**config.mk**
```make
export PLATFORM = sky130hd
export DESIGN_NAME = sample_id_fifo
export DESIGN_NICKNAME = d
export VERILOG_FILES = /design/src/sample_id_fifo.sv
export VERILOG_INCLUDE_DIRS = /design/src /design/src/src
export SDC_FILE = /design/constraint.sdc
export NUM_CORES = 1
export LEC_CHECK = 0
export ABC_AREA = 1
export BUFFER_PORTS_ARGS = -buffer_cell sky130_fd_sc_hd__buf_2
export CAP_MARGIN = 40
export CORE_ASPECT_RATIO = 1.2
export CORE_MARGIN = 5
export CORE_UTILIZATION = 40
export CTS_BUF_LIST = sky130_fd_sc_hd__clkbuf_2 sky130_fd_sc_hd__clkbuf_4 sky130_fd_sc_hd__clkbuf_8
export DETAILED_ROUTE_END_ITERATION = 16
export GPL_ROUTABILITY_DRIVEN = 0
export GPL_TIMING_DRIVEN = 1
export PLACE_DENSITY_LB_ADDON = 0.2
export SYNTH_ARGS = -nofsm -noshare
export SYNTH_HDL_FRONTEND = slang
export SYNTH_SLANG_ARGS = --single-unit
export TNS_END_PERCENT = 10
```
**constraint.sdc**
```tcl
create_clock -name clk_i -period 8.7 [get_ports clk_i]
set_input_delay 0.87 -clock clk_i [delete_from_list [all_inputs] [get_ports clk_i]]
set_output_delay 0.87 -clock clk_i [all_outputs]
set_load 0.01 [all_outputs]
```
**src/rg_defines.svh**
```systemverilog
//////////////////////////////
// widths and depths shared by the framer RTL and the testbench
// the sample id width must be a multiple of the IQ width
// both FIFO depths must be powers of two
//////////////////////////////
`ifndef RG_DEFINES_SVH
`define RG_DEFINES_SVH

// one IQ word, also the width of every output word
`define RG_IQ_WIDTH 16

// block exponent from the FFT demodulator
`define RG_BLK_EXP_LEN 8

// timestamp width
`define RG_SAMPLE_ID_WIDTH 64

// one full symbol, up to 1024 subcarriers
`define RG_SYMBOL_FIFO_DEPTH 1024
`define RG_SAMPLE_ID_FIFO_DEPTH 4

// output words needed to carry one timestamp
`define RG_TS_WORDS (`RG_SAMPLE_ID_WIDTH / `RG_IQ_WIDTH)

`endif
```
**src/sample_id_fifo.sv**
```systemverilog
//////////////////////////////
// shallow timestamp buffer, first-word-fall-through
// a write while full is dropped
//////////////////////////////
`timescale 1ns/1ps
`default_nettype none
`include "rg_defines.svh"

module sample_id_fifo (
    input  wire                            clk_i,
    input  wire                            reset_ni,
    input  wire                            wr_valid_i,
    input  wire [`RG_SAMPLE_ID_WIDTH-1:0]  wr_id_i,
    output logic                           rd_valid_o,
    output logic [`RG_SAMPLE_ID_WIDTH-1:0] rd_id_o,
    input  wire                            rd_ready_i
);

    localparam int DEPTH = `RG_SAMPLE_ID_FIFO_DEPTH;
    localparam int PTR_W = $clog2(DEPTH);
    localparam logic [PTR_W:0] FULL_COUNT = (PTR_W + 1)'(DEPTH);

    logic [`RG_SAMPLE_ID_WIDTH-1:0] mem [DEPTH];
    logic [PTR_W-1:0]               wr_ptr_q;
    logic [PTR_W-1:0]               rd_ptr_q;
    logic [PTR_W:0]                 count_q;
    logic                           push;
    logic                           pop;

    assign push = wr_valid_i && (count_q != FULL_COUNT);
    assign pop  = rd_valid_o && rd_ready_i;

    always_ff @(posedge clk_i) begin
        if (push) begin
            mem[wr_ptr_q] <= wr_id_i;
        end
    end

    always_ff @(posedge clk_i) begin
        if (!reset_ni) begin
            wr_ptr_q <= '0;
            rd_ptr_q <= '0;
            count_q  <= '0;
        end else begin
            wr_ptr_q <= wr_ptr_q + PTR_W'(push);
            rd_ptr_q <= rd_ptr_q + PTR_W'(pop);
            count_q  <= count_q + (PTR_W + 1)'(push) - (PTR_W + 1)'(pop);
        end
    end

    assign rd_valid_o = (count_q != '0);
    assign rd_id_o    = mem[rd_ptr_q];

    // ids may run ahead of symbols, but never by more than the depth
    a_no_write_when_full: assert property (
        @(posedge clk_i) disable iff (!reset_ni)
        wr_valid_i |-> (count_q != FULL_COUNT)
    ) else $error("sample_id_fifo: write while full, timestamp lost");

endmodule

`default_nettype wire

```
After elaboration in Yosys (flattened, before gate mapping)
Memories as Yosys holds them, arrays and structs flattened. A register that Yosys moved wholly into a read port is not among the register bits.
Index checks and enable logic that the tools add are counted.
{"block": "word_totals", "out_inout_bits": 65, "input_bits": 68, "mem_bits_rw": 256, "register_bits": 7, "n_memories": 1, "wordCells": 15}
{"block": "op_classes", "eq_ne": 1, "addsub": 4, "muxes": 3, "reduce_logical": 3}
{"name": "mem", "words": 4, "word_bits": 64, "rd": 1, "rd_clocked_by_memory_dff": 1, "write_ports": 1, "line_no": "sample_id_fifo.sv:23", "rtl": "logic [`RG_SAMPLE_ID_WIDTH-1:0] mem [DEPTH];"}
{"op": "2-bit by 1-bit adder with 2-bit output", "count": 2}
{"op": "3-bit by 1-bit adder with 3-bit output", "count": 1}
{"op": "3-bit inequality test (second input constant)", "count": 1}
{"op": "3-bit nonzero test", "count": 1}
{"op": "3-bit by 1-bit subtractor with 3-bit output", "count": 1}
{"op": "1-bit logical AND", "count": 2}
{"op": "1-bit 2-to-1 mux", "count": 2}
{"op": "2-bit 2-to-1 mux", "count": 1}

Logic depth before layout (Yosys ltp)
{"block": "depth", "depth_word": 4, "depth_mapped": 11, "depth_no_buf": 11}

Worst setup path before layout
OpenSTA, ideal clock, no wires.
{"block": "synth_path", "path_type": "input -> register", "from": "in wr_valid_i", "to": "mem mem[0][0] in the netlist's numbering, enable pin", "setup_slack_ps": 2795, "required_ps": 8135, "cell_stages": 2, "n_path_buf": 0, "arrival_time_ps": 5340, "path_cell_list": "nand2_1 nor3_1"}
{"block": "synth_via", "elab_chain_len": 3}
{"element": "start, declared", "line_no": "sample_id_fifo.sv:12", "rtl": "input wire wr_valid_i,"}
{"element": "1-bit logical AND", "line_no": "sample_id_fifo.sv:30", "rtl": "assign push = wr_valid_i && (count_q != FULL_COUNT);"}
{"element": "1-bit 2-to-1 mux", "line_no": "sample_id_fifo.sv:34", "rtl": "if (push) begin"}
{"element": "1-bit 2-to-1 mux (implied by the code)", "line_no": "sample_id_fifo.sv:35", "rtl": "mem[wr_ptr_q] <= wr_id_i;"}
{"element": "end, declared", "line_no": "sample_id_fifo.sv:23"}
Every way passes these cells.

==> qor.yml <==
floorplanning:
  dieHeight_um: 181.8
  start_util: 0.4015
  dieWidth_um: 153.2
  rows: 63
  ios: 133
  dieArea_sq_mm: 0.02786
  core_area_sq_mm: 0.02451
detailed_routing:
  vias: 5935
  avgRoutedWirePerCell_um: 18.86
  drc: 0
  routed_via_density: 5.081
  drt-total-wl_um: 22030
  dr.first_iter.drc_count: 323
  postRouteAntennaNets: 0
  firstDrtPassIters: 4
global_route:
  grt_pass1_vias: 6087
  antenna_found_initial: 6
  grt_max_degree: 81
  grt_pass1_wl_um: 34090
  overflow: 0
  gr-usage-all-layers: 0.1557
timing:
  setup_violations: 0
  finalHoldViolCount: 0
  final.period_utilization: 0.4338
  setup_tns_ps: 0
  fin_skew_ps: 16.31
  setup_ws_ps: 4926
  tightest_slew_ps: 869.7
  relSlewSlack: 0.4202
  period_minus_slack_ps: 3774
  finalMaxSlewViolations: 0
  rsz0062_at_grt: "no"
  fmaxAchievable_ghz: 0.2650
critical_path:
  path_max_fanout: 67
  endpoint_kind: "output pin"
  critPathKind: "reg -> out"
  required_ps: 7830
  start_kind: "flop"
  cp_data_arrival_time_ps: 2900
pwr:
  seqPwrFrac: 0.478
  switching_share: 0.3008
  vdd_drop_max_uv: 95.44
  p_int_mw: 2.357
  p_switching_mw: 1.014
  p_per_area_mw_per_mm2: 290.8
  clkPwrFrac: 0.288
  leakagePower_nw: 4.077
  p_total_mw: 3.372
  comb_power_share: 0.234
yosys:
  ys_ff_latch: 263
  syn_area_sq_mm: 0.009843
  synth_top_area_frac: 0.7810
  synth-main-ff-cell: "edfxtp_1"
  synth_common_cells: "edfxtp_1 (256), nor2_1 (133), o21ai_0 (84), o22ai_1 (64), o21ai_1 (45)"
  avgSynthCellArea_sq_um: 14.69
  synth_area_leader_cell: "edfxtp_1"
  synth-edff-count: 256
  synth_area_leaders: "edfxtp_1 (78%), nor2_1 (5.1%), o21ai_0 (4.3%), o22ai_1 (4.1%), o21ai_1 (2.3%)"
  async_flop_share: 0
  synth_cell_types: 22
  synth.net_count: 741
  ys_seq_area_frac: 0.7952
  synth_cells: 670
  yosysWarnings: 0
  synth.most_common_cell: "edfxtp_1"
clock_tree:
  cts_made_buffers: 40
  post-cts-setup-buffers: 0
  clk_latency_ps: 520
  cts_max_level: 2
  cts_tree: "built"
  cts_root_buf: "clkbuf_8"
  cts_max_path_buffers: 3
  hold_buffers: 0
  clk_pin_slew_ps: 60
  clock_sinks: 263
  ctsResizeCount: 0
run_status:
  run_status: "finished, final reports clean"
finish:
  area_delta_synth_final_pct: 17.78
  drive_above_1_share: 0.2556
  nets: 885
place:
  port_buffers: 132
  preCtsSetupSlack_ps: 5432
  hpwl_um: 12460
job:
  max_cap_viol_count: 0
worst_hold_path:
  hp-class: "reg -> reg"
-- stage by stage --
stage                     utilization  hold WS (ps)  cells  instance area, sq um
after global placement         0.4376         520.0   1093                 10730
after global routing           0.4729         530.9   1168                 11590
after floorplan                     -         487.8    670                  9843
final                          0.4729         546.7   1168                 11590
after CTS                      0.4727         528.6   1166                 11590
after detailed placement       0.4414         536.9   1097                 10820
-- area by class of cell --
cell class                      count  area, sq um
Inverter                           12        47.55
Multi-Input combinational cell    353         1719
Timing Repair Buffer              144        815.8
Antenna cell                        2        5.005
Clock buffer                       59        699.4
Fill cell                        2168        12920
Clock inverter                     10        67.56
Sequential cell                   263         7833
Tap cell                          325        406.6
-- critical path: stages (launching register included) --
cell     delay (ps)
dfxtp_4         500
inv_4           560
buf_4           680
o21ai_0         160
o22ai_1         200
buf_2           170
-- metal layers --
layer | vias to the layer above | track usage | wire (um)
li1 | 2812 | - | -
met1 | 2912 | 0.1905 | 9019
met2 | 159 | 0.2677 | 11130
met3 | 44 | 0.04410 | 1397
met4 | 8 | 0.04955 | 431
met5 | - | 0 | 50
-- path summary, 6_finish.rpt --
check                endpoint         from  slack, ps  cells after the start
setup / recovery   rd_id_o[7]  rd_ptr_q[0]       4930                      5
hold / removal    wr_ptr_q[1]  wr_ptr_q[1]        550                      2
setup reg to reg  rd_ptr_q[0]  rd_ptr_q[0]       6530                      3
hold reg to reg   wr_ptr_q[1]  wr_ptr_q[1]        550                      2
-- layout by cell type (no fill, tap or decap), types with 3 or more instances in the layout --
cell type	n
dfxtp_1	5
clkinv_2	3
nor3_2	4
buf_2	132
clkinv_1	6
o22ai_1	64
o21ai_0	84
buf_4	8
clkbuf_4	18
nand2_1	14
clkbuf_8	41
edfxtp_1	256
inv_1	10
nor2_1	133
o21ai_1	45
-- power by group through the flow --
stage          combinational, mW  sequential (mW)  clock, mW
5_1_grt                    0.881             1.62       1.07
2_1_floorplan              0.515             1.63          0
4_1_cts                    0.815             1.61       1.00
3_3_place_gp               0.785             1.64          0
6_report                   0.789             1.61      0.971
3_5_place_dp               0.813             1.64          0
-- registers in the layout, summed over array words and instances, names as in the netlist --
signal / flops
count_q: 3
mem: 256
rd_ptr_q: 2
wr_ptr_q: 2
-- logic make-up (layout without fill, tap and decap cells) --
family	Yosys count	in the layout	synth area share
DFF	263	263	0.7952
other	0	2	0
buffers and inverters	54	225	0.03216
and+or+nand+nor	155	155	0.06038
xor gates and xnor gates	1	1	0.0008900
AOI/OAI and AO/OA	194	194	0.1068
adders and majority gates	3	3	0.004576
(Power assumes the default switching activity.)
