`src/rg_defines.svh`:
```
//////////////////////////////
// widths and depths shared by the framer RTL and the testbench
// the sample id width must be a multiple of the IQ width
// both FIFO depths must be powers of two
//////////////////////////////
`ifndef RG_DEFINES_SVH
`define RG_DEFINES_SVH

// one IQ word, also the width of every output word
`define RG_IQ_WIDTH 16

// block exponent from the FFT demodulator
`define RG_BLK_EXP_LEN 8

// timestamp width
`define RG_SAMPLE_ID_WIDTH 64

// one full symbol, up to 1024 subcarriers
`define RG_SYMBOL_FIFO_DEPTH 1024
`define RG_SAMPLE_ID_FIFO_DEPTH 4

// output words needed to carry one timestamp
`define RG_TS_WORDS (`RG_SAMPLE_ID_WIDTH / `RG_IQ_WIDTH)

`endif
```
`src/framer_out_pkg.sv`:
```
//////////////////////////////
// types of the framer and of its output stream
//////////////////////////////
`default_nettype none
`include "rg_defines.svh"

package framer_out_pkg;

    // one word on the output stream, also one IQ word
    typedef logic [`RG_IQ_WIDTH-1:0] iq_word_t;

    typedef enum logic [1:0] {
        FR_IDLE,
        FR_TS_FIRST,
        FR_TS_REST,
        FR_IQ
    } framer_state_t;

    // what a given output word carries
    typedef enum logic [1:0] {
        WK_BLK_EXP,
        WK_TIMESTAMP,
        WK_IQ
    } out_word_kind_t;

endpackage

`default_nettype wire

```
`src/iq_stream_if.sv`:
```
//////////////////////////////
// symbol stream between the symbol FIFO and the framer
// a word moves when valid and ready are both high
//////////////////////////////
`timescale 1ns/1ps
`default_nettype none
`include "rg_defines.svh"

interface iq_stream_if;

    logic [`RG_IQ_WIDTH-1:0]    data;
    logic                       valid;
    // marks the final IQ word of a symbol
    logic                       last;
    // block exponent of the symbol this word belongs to
    logic [`RG_BLK_EXP_LEN-1:0] blk_exp;
    logic                       ready;

    modport producer (
        output data, valid, last, blk_exp,
        input  ready
    );

    modport consumer (
        input  data, valid, last, blk_exp,
        output ready
    );

endinterface

`default_nettype wire

```
`src/grid_framer.sv`:
```
//////////////////////////////
// frames each symbol as blk_exp, timestamp words (low first), IQ words
// output never stalls, back-pressure only sets the sticky overflow flag
// waits with valid low until the symbol's id is present
//////////////////////////////
`timescale 1ns/1ps
`default_nettype none
`include "rg_defines.svh"

module grid_framer
    import framer_out_pkg::*;
(
    input  wire                            clk_i,
    input  wire                            reset_ni,

    // buffered symbol from the FIFO
    iq_stream_if.consumer                  sym,

    // timestamp link
    input  wire                            id_valid_i,
    input  wire [`RG_SAMPLE_ID_WIDTH-1:0]  id_data_i,
    output logic                           id_ready_o,

    // stream towards the DMA
    input  wire                            m_axis_tready_i,
    output logic                           m_axis_tvalid_o,
    output iq_word_t                       m_axis_tdata_o,
    output logic                           m_axis_tlast_o,

    output logic                           overflow_o,
    output logic                           int_o
);

    localparam int TS_CNT_W = $clog2(`RG_TS_WORDS);
    // counter value while the final timestamp word is sent
    localparam logic [TS_CNT_W-1:0] TS_REST_LAST = TS_CNT_W'(`RG_TS_WORDS - 2);

    framer_state_t                  state_q;
    logic [TS_CNT_W-1:0]            ts_cnt_q;
    logic [`RG_SAMPLE_ID_WIDTH-1:0] ts_shift_q;
    out_word_kind_t                 out_kind_q;

    // id is taken in the cycle it is captured
    assign id_ready_o = (state_q == FR_TS_FIRST);
    assign sym.ready  = (state_q == FR_IQ);

    always_ff @(posedge clk_i) begin
        if (!reset_ni) begin
            state_q         <= FR_IDLE;
            ts_cnt_q        <= '0;
            m_axis_tvalid_o <= 1'b0;
            m_axis_tlast_o  <= 1'b0;
            int_o           <= 1'b0;
        end else begin
            m_axis_tlast_o <= 1'b0;
            int_o          <= 1'b0;
            case (state_q)
                FR_IDLE: begin
                    // head of the FIFO is the first word of the next symbol
                    m_axis_tvalid_o <= sym.valid;
                    if (sym.valid) begin
                        state_q <= FR_TS_FIRST;
                    end
                end
                FR_TS_FIRST: begin
                    m_axis_tvalid_o <= id_valid_i;
                    if (id_valid_i) begin
                        ts_cnt_q <= '0;
                        state_q  <= FR_TS_REST;
                    end
                end
                FR_TS_REST: begin
                    m_axis_tvalid_o <= 1'b1;
                    ts_cnt_q        <= ts_cnt_q + 1'b1;
                    if (ts_cnt_q == TS_REST_LAST) begin
                        state_q <= FR_IQ;
                    end
                end
                FR_IQ: begin
                    // input gaps pass through as idle output cycles
                    m_axis_tvalid_o <= sym.valid;
                    if (sym.valid && sym.last) begin
                        m_axis_tlast_o <= 1'b1;
                        int_o          <= 1'b1;
                        state_q        <= FR_IDLE;
                    end
                end
                default: state_q <= FR_IDLE;
            endcase
        end
    end

    // output payload, qualified by m_axis_tvalid_o
    always_ff @(posedge clk_i) begin
        case (state_q)
            FR_IDLE: begin
                m_axis_tdata_o <= {{(`RG_IQ_WIDTH - `RG_BLK_EXP_LEN){1'b0}}, sym.blk_exp};
                out_kind_q     <= WK_BLK_EXP;
            end
            FR_TS_FIRST: begin
                m_axis_tdata_o <= id_data_i[`RG_IQ_WIDTH-1:0];
                ts_shift_q     <= id_data_i >> `RG_IQ_WIDTH;
                out_kind_q     <= WK_TIMESTAMP;
            end
            FR_TS_REST: begin
                m_axis_tdata_o <= ts_shift_q[`RG_IQ_WIDTH-1:0];
                ts_shift_q     <= ts_shift_q >> `RG_IQ_WIDTH;
                out_kind_q     <= WK_TIMESTAMP;
            end
            default: begin
                m_axis_tdata_o <= sym.data;
                out_kind_q     <= WK_IQ;
            end
        endcase
    end

    // sticky until reset
    always_ff @(posedge clk_i) begin
        if (!reset_ni) begin
            overflow_o <= 1'b0;
        end else if (m_axis_tvalid_o && !m_axis_tready_i) begin
            overflow_o <= 1'b1;
        end
    end

    a_tlast_on_iq_word: assert property (
        @(posedge clk_i) disable iff (!reset_ni)
        m_axis_tlast_o |-> (m_axis_tvalid_o && out_kind_q == WK_IQ)
    ) else $error("grid_framer: tlast without a valid IQ word");

    a_int_with_tlast: assert property (
        @(posedge clk_i) disable iff (!reset_ni)
        int_o |-> m_axis_tlast_o
    ) else $error("grid_framer: interrupt outside the tlast cycle");

endmodule

`default_nettype wire

```
`src/flat_wrapper.sv`:
```
// flat-port wrapper written by rule: the top's interface ports become plain ports
module grid_framer_flat import framer_out_pkg::*;
  (clk_i, reset_ni, id_valid_i, id_data_i, id_ready_o, m_axis_tready_i, m_axis_tvalid_o, m_axis_tdata_o, m_axis_tlast_o, overflow_o, int_o, sym_data, sym_valid, sym_last, sym_blk_exp, sym_ready);
  iq_stream_if sym_i ();
  input  wire clk_i;
  input  wire reset_ni;
  input  wire id_valid_i;
  input  wire [`RG_SAMPLE_ID_WIDTH-1:0] id_data_i;
  output logic id_ready_o;
  input  wire m_axis_tready_i;
  output logic m_axis_tvalid_o;
  output iq_word_t m_axis_tdata_o;
  output logic m_axis_tlast_o;
  output logic overflow_o;
  output logic int_o;
  input wire logic [$bits(sym_i.data)-1:0] sym_data;
  input wire logic [$bits(sym_i.valid)-1:0] sym_valid;
  input wire logic [$bits(sym_i.last)-1:0] sym_last;
  input wire logic [$bits(sym_i.blk_exp)-1:0] sym_blk_exp;
  output wire logic [$bits(sym_i.ready)-1:0] sym_ready;
  assign sym_i.data = sym_data;
  assign sym_i.valid = sym_valid;
  assign sym_i.last = sym_last;
  assign sym_i.blk_exp = sym_blk_exp;
  assign sym_ready = sym_i.ready;
  grid_framer u_core (.clk_i(clk_i), .reset_ni(reset_ni), .sym(sym_i), .id_valid_i(id_valid_i), .id_data_i(id_data_i), .id_ready_o(id_ready_o), .m_axis_tready_i(m_axis_tready_i), .m_axis_tvalid_o(m_axis_tvalid_o), .m_axis_tdata_o(m_axis_tdata_o), .m_axis_tlast_o(m_axis_tlast_o), .overflow_o(overflow_o), .int_o(int_o));
endmodule
```
`config.mk`:
```
export PLATFORM = sky130hd
export DESIGN_NAME = grid_framer_flat
export DESIGN_NICKNAME = d
export VERILOG_FILES = /design/src/framer_out_pkg.sv /design/src/iq_stream_if.sv /design/src/grid_framer.sv /design/src/flat_wrapper.sv
export VERILOG_INCLUDE_DIRS = /design/src /design/src/src
export SDC_FILE = /design/constraint.sdc
export NUM_CORES = 1
export LEC_CHECK = 0
export BUFFER_PORTS_ARGS = -buffer_cell sky130_fd_sc_hd__buf_2
export CAP_MARGIN = 20
export CORE_UTILIZATION = 30
export DETAILED_ROUTE_END_ITERATION = 10
export GPL_TIMING_DRIVEN = 0
export PLACE_DENSITY_LB_ADDON = 0.05
export SETUP_SLACK_MARGIN = 0.15
export SYNTH_ARGS = -nofsm -noshare
export SYNTH_HDL_FRONTEND = slang
export SYNTH_SLANG_ARGS = --single-unit
export TNS_END_PERCENT = 50
```
`constraint.sdc`:
```
create_clock -name clk_i -period 3.2 [get_ports clk_i]
set_input_delay 0.32 -clock clk_i [delete_from_list [all_inputs] [get_ports clk_i]]
set_output_delay 0.32 -clock clk_i [all_outputs]
set_load 0.01 [all_outputs]
```
# After elaboration in Yosys (flattened, before gate mapping)
# Index checks and enable logic that the tools add are counted.
dict set report op_classes {
  n_reduce_logical 9
  n_addsub 1
  eq_ne 8
  muxes 11
}
# op n
set op_table {}
lappend op_table {{one-hot mux 64 bit (2 select lines)} 1}
lappend op_table {{one-hot mux 16 bit (3 select lines)} 1}
lappend op_table {{two-way mux 2 bit} 5}
lappend op_table {{one-hot mux 2 bit (4 select lines)} 1}
lappend op_table {{== test 2 bit, second input constant} 3}
lappend op_table {{!= test 2 x 1 -> 1 bit, second input constant} 2}
lappend op_table {{!= test 2 bit, second input constant} 2}
lappend op_table {{one-hot mux 2 bit (2 select lines)} 1}
lappend op_table {{AND reduction 2 bit} 2}
lappend op_table {{AND reduction 4 bit} 1}
lappend op_table {{one-hot mux 1 bit (3 select lines)} 1}
lappend op_table {{adder 2 x 1 -> 2 bit, second input constant} 1}
lappend op_table {{== test 2 x 1 -> 1 bit, second input constant} 1}
lappend op_table {{logical AND 1 bit} 2}
lappend op_table {{zero test 2 bit} 1}
lappend op_table {{nonzero test 2 bit} 1}
lappend op_table {{OR reduction 2 bit} 1}
lappend op_table {{zero test 1 bit} 1}
lappend op_table {{two-way mux 1 bit} 1}
dict set report word_totals {
  wordCells 36
  out_inout_bits 22
  regBits 87
}

# Logic depth before layout (Yosys ltp)
# Gate-level depths: netlist of the first run.
dict set report depth {
  depth_word 3
  depth_mapped 6
  mapped_depth_nobuf 5
}

# Least setup slack after synthesis of the first run
# No wires, ideal clock.
dict set report synth_timing {
  kind {register -> register}
  startpoint {register u_core.state_q[0]}
  endpoint {register u_core.m_axis_tvalid_o}
  path_buffers 0
  setup_slack_ps 915
  required_time_ps 3084
  stages_incl_launch_ff 5
  arrival_time_ps 2170
  cell_sequence {dfxtp_1 > inv_1 > ha_1 > o21ai_0 > and3_1}
}
dict set report synth_between {
  elab_chain_len 3
  elab_cells_between_ends 6
  cone_classes {3 x eq/ne; 1 x mux; 2 x reduce/logical}
}
# item line_no
set synth_rtl {}
lappend synth_rtl {{start, declared} grid_framer.sv:38} ;# framer_state_t state_q;
lappend synth_rtl {{start signal, assigned} grid_framer.sv:49} ;# state_q <= FR_IDLE;
lappend synth_rtl {{start signal, assigned} grid_framer.sv:62} ;# state_q <= FR_TS_FIRST;
lappend synth_rtl {{start signal, assigned} grid_framer.sv:69} ;# state_q <= FR_TS_REST;
lappend synth_rtl {{== test 2 bit or zero test 2 bit (tied branches)} --}
lappend synth_rtl {{OR reduction 2 bit (no line)} --}
lappend synth_rtl {{one-hot mux 1 bit (3 select lines) *} grid_framer.sv:57} ;# case (state_q)
lappend synth_rtl {{end signal, assigned} grid_framer.sv:60} ;# m_axis_tvalid_o <= sym.valid;
lappend synth_rtl {{end signal, assigned} grid_framer.sv:66} ;# m_axis_tvalid_o <= id_valid_i;
lappend synth_rtl {{end signal, assigned} grid_framer.sv:81} ;# m_axis_tvalid_o <= sym.valid;
lappend synth_rtl {{end, declared} grid_framer.sv:26} ;# output logic m_axis_tvalid_o,
# Mark *: on every way between the ends. The rest lies on a longest branch, timed or not.
# A chain may end at the register's enable or synchronous reset.

# Worst setup path in the final report of the first run
dict set report layout_timing {
  startpoint {register u_core.state_q[1]}
  endpoint {register u_core.ts_shift_q[22], enable pin}
}
dict set report layout_between {
  elab_chain_len 2
  elab_cells_between_ends 3
  cone_classes {2 x eq/ne; 1 x reduce/logical}
}
# item line_no
set layout_rtl {}
lappend layout_rtl {{== test 2 x 1 -> 1 bit or == test 2 bit (tied branches)} --}
lappend layout_rtl {{nonzero test 2 bit (no line) *} --}
lappend layout_rtl {{end signal, assigned} grid_framer.sv:102} ;# ts_shift_q <= id_data_i >> `RG_IQ_WIDTH;
lappend layout_rtl {{end signal, assigned} grid_framer.sv:107} ;# ts_shift_q <= ts_shift_q >> `RG_IQ_WIDTH;
lappend layout_rtl {{end, declared} grid_framer.sv:40} ;# logic [`RG_SAMPLE_ID_WIDTH-1:0] ts_shift_q;
# Marks and branches as above.

==> run metrics, run 1 <==
Post-CTS Setup Bufs 0; TritonCTS clock tree done; Post-CTS Resized 0; initial DRC count 60; post-DR wirelength/cell 13.9 µm; clk slew on worst S/H paths 80 ps; clock sink count 71; Multi-input gate area 0.00104 mm²; Main synth FF type edfxtp_1; CP Capture Type flip-flop; Final Skew 11.4 ps; IO Pins roughly 120; EDFF count, synth 48; post-route setup slack between 1000 and 1500 ps; Total Neg Setup Slack 0 ps; Clock Tree Buf Depth 2; die height 103 µm; Total Die Area about 0.011 mm²; Tot GR Track Use 0.127; placed wire-length estimate 4920 µm; pre-CTS WS between 1000 and 1500 ps; CTS Buf Count 9; pwr dens 933 mW/mm²; drt first pass iters 5; Slew @ Worst Pin approximately 660 ps; filler cell count around 990; area delta synth->final 33.8%; Post-Syn Instances 217; Cell variety after synth 28; final setup vio count 0; largest net degree at the start of global routing 27; Post-Synthesis Net Count between 300 and 400; Slew Limit Fails 0; global-route wire length before repair between 9000 and 10000 µm; Initial Util 0.311; Avg Inst Size Synth 14.1 µm²; CTS root buf clkbuf_8; share of layout cells above drive strength 1 0.496; Post-CTS Hold Buffers 0; static leakage 0.00170 µW; sequential cell area fraction in the yosys report 0.623; drt via density between 4 and 5; DRT Wirelength 6680 µm; gpl congestion about 0.73; Core Region 0.00982 mm²; Worst slew margin 0.559; htree depth 3; Residual DRC 0; min-delay worst type input port to flip-flop; status completed; max-cap violations 0; via count about 2100; CP required approximately 3200 ps; Nets 447; critical path start-end classification flip-flop to flip-flop; RSZ-0062 raised after global routing no; Ys Warns 0; crit-path max FO 26; # diodes 0; fmax 512 MHz; ANT nets after route 0; IO buf count 115; Clock Latency Late Sink 330 ps; number of global-route vias before repair approximately 1900; maximum vdd drop 274 µV; Tmin final 1950 ps; Die Width 103 µm; initial antenna violation count 0; Worst Setup Start Kind flip-flop; total grt overflow 0; Post-synth ARST share 0; Final Hold Vio Count 0; synthesized area 0.00305 mm²; num rows 36; synthesis-stage register bit count 71; critical path arrival slightly below 2000 ps; register area approximately 0.0019 mm²; fin crit share 0.610
==> final timing paths <==
check	endpoint	depth (start not counted)	start	slack (ps)
setup / recovery	u_core.ts_shift_q[22]$_DFFE_PP_	3	u_core.state_q[1]$_SDFFE_PN0P_	1250
hold / removal	u_core.m_axis_tdata_o[14]$_DFF_P_	3	sym_data[14]	200
setup reg to reg	u_core.ts_shift_q[22]$_DFFE_PP_	3	u_core.state_q[1]$_SDFFE_PN0P_	1250
hold reg to reg	u_core.overflow_o$_SDFFE_PN0P_	1	u_core.overflow_o$_SDFFE_PN0P_	470
==> registers in the layout, indices dropped and copies added (netlist names) <==
name,count
u_core.ts_shift_q,48
u_core.m_axis_tlast_o,1
u_core.ts_cnt_q,2
u_core.m_axis_tdata_o,16
u_core.m_axis_tvalid_o,1
u_core.state_q,2
u_core.overflow_o,1
==> layer usage <==
layer / vias to the layer above / wire length (µm) / global-route usage
li1: 1060 / - / -
met1: 905 / 3460 / 0.183
met2: 94 / 2690 / 0.181
met3: 7 / 449 / 0.0305
met4: 0 / 76 / 0.0585
met5: - / 0 / 0
==> area by class of cell <==
class | instances | area share
inverters | 12 | 0.0110
clock buffers | 10 | 0.0313
well taps | 133 | 0.0408
plain buffers | 13 | 0.0162
multi-input cells | 121 | 0.255
repair buffers | 116 | 0.148
clock inverters | 6 | 0.0325
flip-flops and latches | 71 | 0.466
==> through the flow <==
| step | total power [µW] | instance area, µm² | hold WS (ps) | utilization | cells |
|---|---|---|---|---|---|
| after floorplan | 2450 | 3050 | 429 | - | 217 |
| after global placement | 2870 | 3790 | 447 | 0.386 | 465 |
| after detailed placement | 2930 | 3820 | 453 | 0.389 | 466 |
| after CTS | 3870 | 4080 | 176 | 0.416 | 482 |
| after global routing | 4050 | 4080 | 185 | 0.416 | 482 |
| final | 3810 | 4080 | 197 | 0.416 | 482 |
==> worst max-delay path, cell delays in order (launching register included) <==
cell	delay [ps]
dfxtp_1	450
inv_1	140
ha_2	790
buf_16	250
==> cell usage in the layout, fill, tap and decap left out, drive strengths merged, types with 2 or more instances in the layout <==
| cell | synthesis | layout |
|---|---|---|
| mux2i | 9 | 9 |
| a222oi | 8 | 8 |
| inv | 12 | 12 |
| edfxtp | 48 | 48 |
| a21boi | 2 | 2 |
| ha | 9 | 9 |
| o21ba | 2 | 2 |
| nand2 | 10 | 10 |
| o21ai | 11 | 11 |
| mux2 | 32 | 32 |
| buf | 7 | 123 |
| dfxtp | 23 | 23 |
| a22oi | 8 | 8 |
| bufinv | 0 | 4 |
| nor2b | 20 | 20 |
| clkbuf | 6 | 16 |
==> power breakdown <==
group | switching [µW] | internal [µW] | leakage [µW] | total (µW)
logic | 687 | 528 | 0.000926 | 1220
registers | 118 | 1550 | 0.000648 | 1660
clock network | 336 | 596 | 0.000126 | 932
==> cells by family after synthesis <==
kind of cell,after synthesis,synth area share
flops,71,0.623
mux,41,0.148
simple gates,38,0.0747
compound gates,33,0.0808
buf+inv,25,0.0365
fa+ha+maj,9,0.0369
==> cells in the mapped netlist (2+ instances only) <==
cell type / count / area (µm²)
mux2_2: 32 / 360
inv_1: 12 / 45.0
o21ai_0: 11 / 55.1
ha_1: 9 / 113
edfxtp_1: 48 / 1440
a222oi_1: 8 / 80.1
nor2b_1: 20 / 125
clkbuf_1: 6 / 22.5
dfxtp_1: 23 / 460
buf_2: 5 / 25.0
nand2_1: 10 / 37.5
a21boi_0: 2 / 15.0
a22oi_1: 8 / 60.1
mux2i_1: 9 / 90.1
Power figures use the tool's default switching activity.
==> inputs of run 2 (changes only) <==
==> constraint.sdc (replaced) <==
create_clock -name clk_i -period 2 [get_ports clk_i]
set_input_delay 0.2 -clock clk_i [delete_from_list [all_inputs] [get_ports clk_i]]
set_output_delay 0.2 -clock clk_i [all_outputs]
set_load 0.01 [all_outputs]
==> run metrics, run 2 (synthesis results as in run 1) <==
setup slack, reg-to-reg 220 ps (-1030 ps); Hold Path End u_core.m_axis_tdata_o[14]$_DFF_P_; largest registers u_core.ts_shift_q: 48 flops, u_core.m_axis_tdata_o: 16 flops; die height 103 µm (unchanged); Worst Setup Start Kind flip-flop; CP required 2220 ps (-1020 ps); RR Endpoint u_core.m_axis_tdata_o[6]$_DFF_P_; Final Hold Vio Count 0 (unchanged); drt first pass iters 5 (unchanged); Largest Register u_core.ts_shift_q; fin crit share 0.892 (+0.282); area delta synth->final 32.6%; min-delay worst type input port to flip-flop; htree depth 3 (unchanged); total grt overflow 0 (unchanged); # diodes 0 (unchanged); critical path arrival 2000 ps (about the same); max reg flops 48 (unchanged); clock sink count 71 (unchanged); drt via density 4.20 (-2.0%); IO Pins 116 (unchanged); static leakage 0.00168 µW (-1.5%); placed wire-length estimate 4810 µm (-2.3%); maximum vdd drop 627 µV (+130%); Reg2Reg Launch Point u_core.state_q[1]$_SDFFE_PN0P_; number of global-route vias before repair 1989 (+2.5%); gpl congestion 0.673 (-7.9%); placed cell count 465 (-0.21%); num rows 36 (unchanged); initial DRC count 53 (-12%); DRT Wirelength 6700 µm (+0.37%); most frequent cells in the layout buf_2, edfxtp_1, mux2_2, dfxtp_1, nor2b_1; Clock Latency Late Sink 340 ps (about the same); post-DR wirelength/cell 13.9 µm (+0.37%); post-route setup slack 216 ps (-1030 ps); TritonCTS clock tree done; CTS root buf clkbuf_8; via count 2024 (-2.0%); Slew Limit Fails 0 (unchanged); Core Region 0.00982 mm² (unchanged); critical path start-end classification flip-flop to flip-flop; Min Hold Slack 56.8 ps (-140 ps); hold depth 3 (unchanged); crit path launch u_core.state_q[1]$_SDFFE_PN0P_; pre-CTS WS 158 ps (-1080 ps); Clock Tree Buf Depth 2 (unchanged); Initial Util 0.311 (unchanged); clk slew on worst S/H paths 70 ps (about the same); IO buf count 115 (unchanged); RSZ-0062 raised after global routing yes; hold wc startpoint sym_data[14]; most common cell after layout, fill and taps aside buf_2; initial antenna violation count 0 (unchanged); largest net degree at the start of global routing 27 (unchanged); Tmin final 1780 ps (-168 ps); Residual DRC 0 (unchanged); Nets 447 (unchanged); Final Skew 4.21 ps (-7.14 ps); Total Neg Setup Slack 0 ps (unchanged); global-route wire length before repair 9990 µm (+1.3%); final setup vio count 0 (unchanged); pwr dens 1450 mW/mm² (+55%); fmax 561 MHz (+9.4%); Placement Cell Area 0.00380 mm² (-0.46%); CP Capture Type flip-flop; Die Width 103 µm (unchanged); Total Die Area 0.0106 mm² (unchanged); CTS Buf Count 9 (unchanged); Worst slew margin 0.705 (+0.146); Tot GR Track Use 0.131 (+0.00318); non-filler instance count after layout 482 (unchanged); cells on worst reg2reg path 5 (+2); ANT nets after route 0 (unchanged); share of layout cells above drive strength 1 0.499 (+0.00287); crit-path max FO 10 (-62%); max-cap violations 0 (unchanged); Slew @ Worst Pin 443 ps (-219 ps); Final Cell Area 0.00404 mm² (-0.95%); status completed
[run 2: layout make-up]
class / count / area (µm²)
buffer: 13 / 72.6
clock buffer: 9 / 124
tap: 133 / 166
sequential: 71 / 1900
clock inverter: 7 / 87.6
multi-input combinational: 121 / 1050
timing repair buffer: 116 / 596
fill: 1001 / 5780
inverter: 12 / 45.0
[run 2: worst max path at each step]
stage	end	slack [ps]	depth (start not counted)
after detailed placement	u_core.m_axis_tvalid_o$_SDFF_PN0_	160	4
after CTS	u_core.state_q[0]$_SDFFE_PN0P_	170	6
after global placement	u_core.m_axis_tvalid_o$_SDFF_PN0_	130	4
after global routing	u_core.m_axis_tdata_o[6]$_DFF_P_	140	5
final	u_core.m_axis_tdata_o[6]$_DFF_P_	220	5
after floorplan	u_core.state_q[0]$_SDFFE_PN0P_	350	6
[run 2: metrics by stage]
step           total power (µW)  utilization
6_report                   5860        0.412
5_1_grt                    6240        0.412
4_1_cts                    5950        0.411
3_5_place_dp               4610        0.387
3_3_place_gp               4590        0.387
2_1_floorplan              3940            -
[run 2: power breakdown]
group / leakage, µW / internal (µW) / switching (µW)
combinational: 0.000928 / 853 / 1110
clock: 0.000100 / 692 / 549
sequential: 0.000648 / 2470 / 190
total: 0.00168 / 4020 / 1850
[run 2: layer usage]
metal / routed length, µm / track usage / part of all wire / up-vias
met5: 0 / 0 / 0 / -
met4: 114 / 0.0618 / 0.017 / 0
met3: 507 / 0.0312 / 0.076 / 11
met2: 2740 / 0.188 / 0.41 / 87
met1: 3350 / 0.185 / 0.50 / 876
li1: - / - / - / 1050
[run 2: what timing repair did]
| action | CTS | global route |
|---|---|---|
| endpoints found under the setup margin | 1 | 44 |
| buffers inserted | 1 | 0 |
| hold buffers | 0 | 0 |
| gates resized for setup | 0 | 5 |
| pin swaps | 1 | 0 |
[run 2: worst max-delay path, cell delays in order, from the launching register on]
cell      delay (ps)
dfxtp_1          440
inv_1            160
ha_1             310
clkbuf_1         270
a222oi_1         370
mux2i_1          110
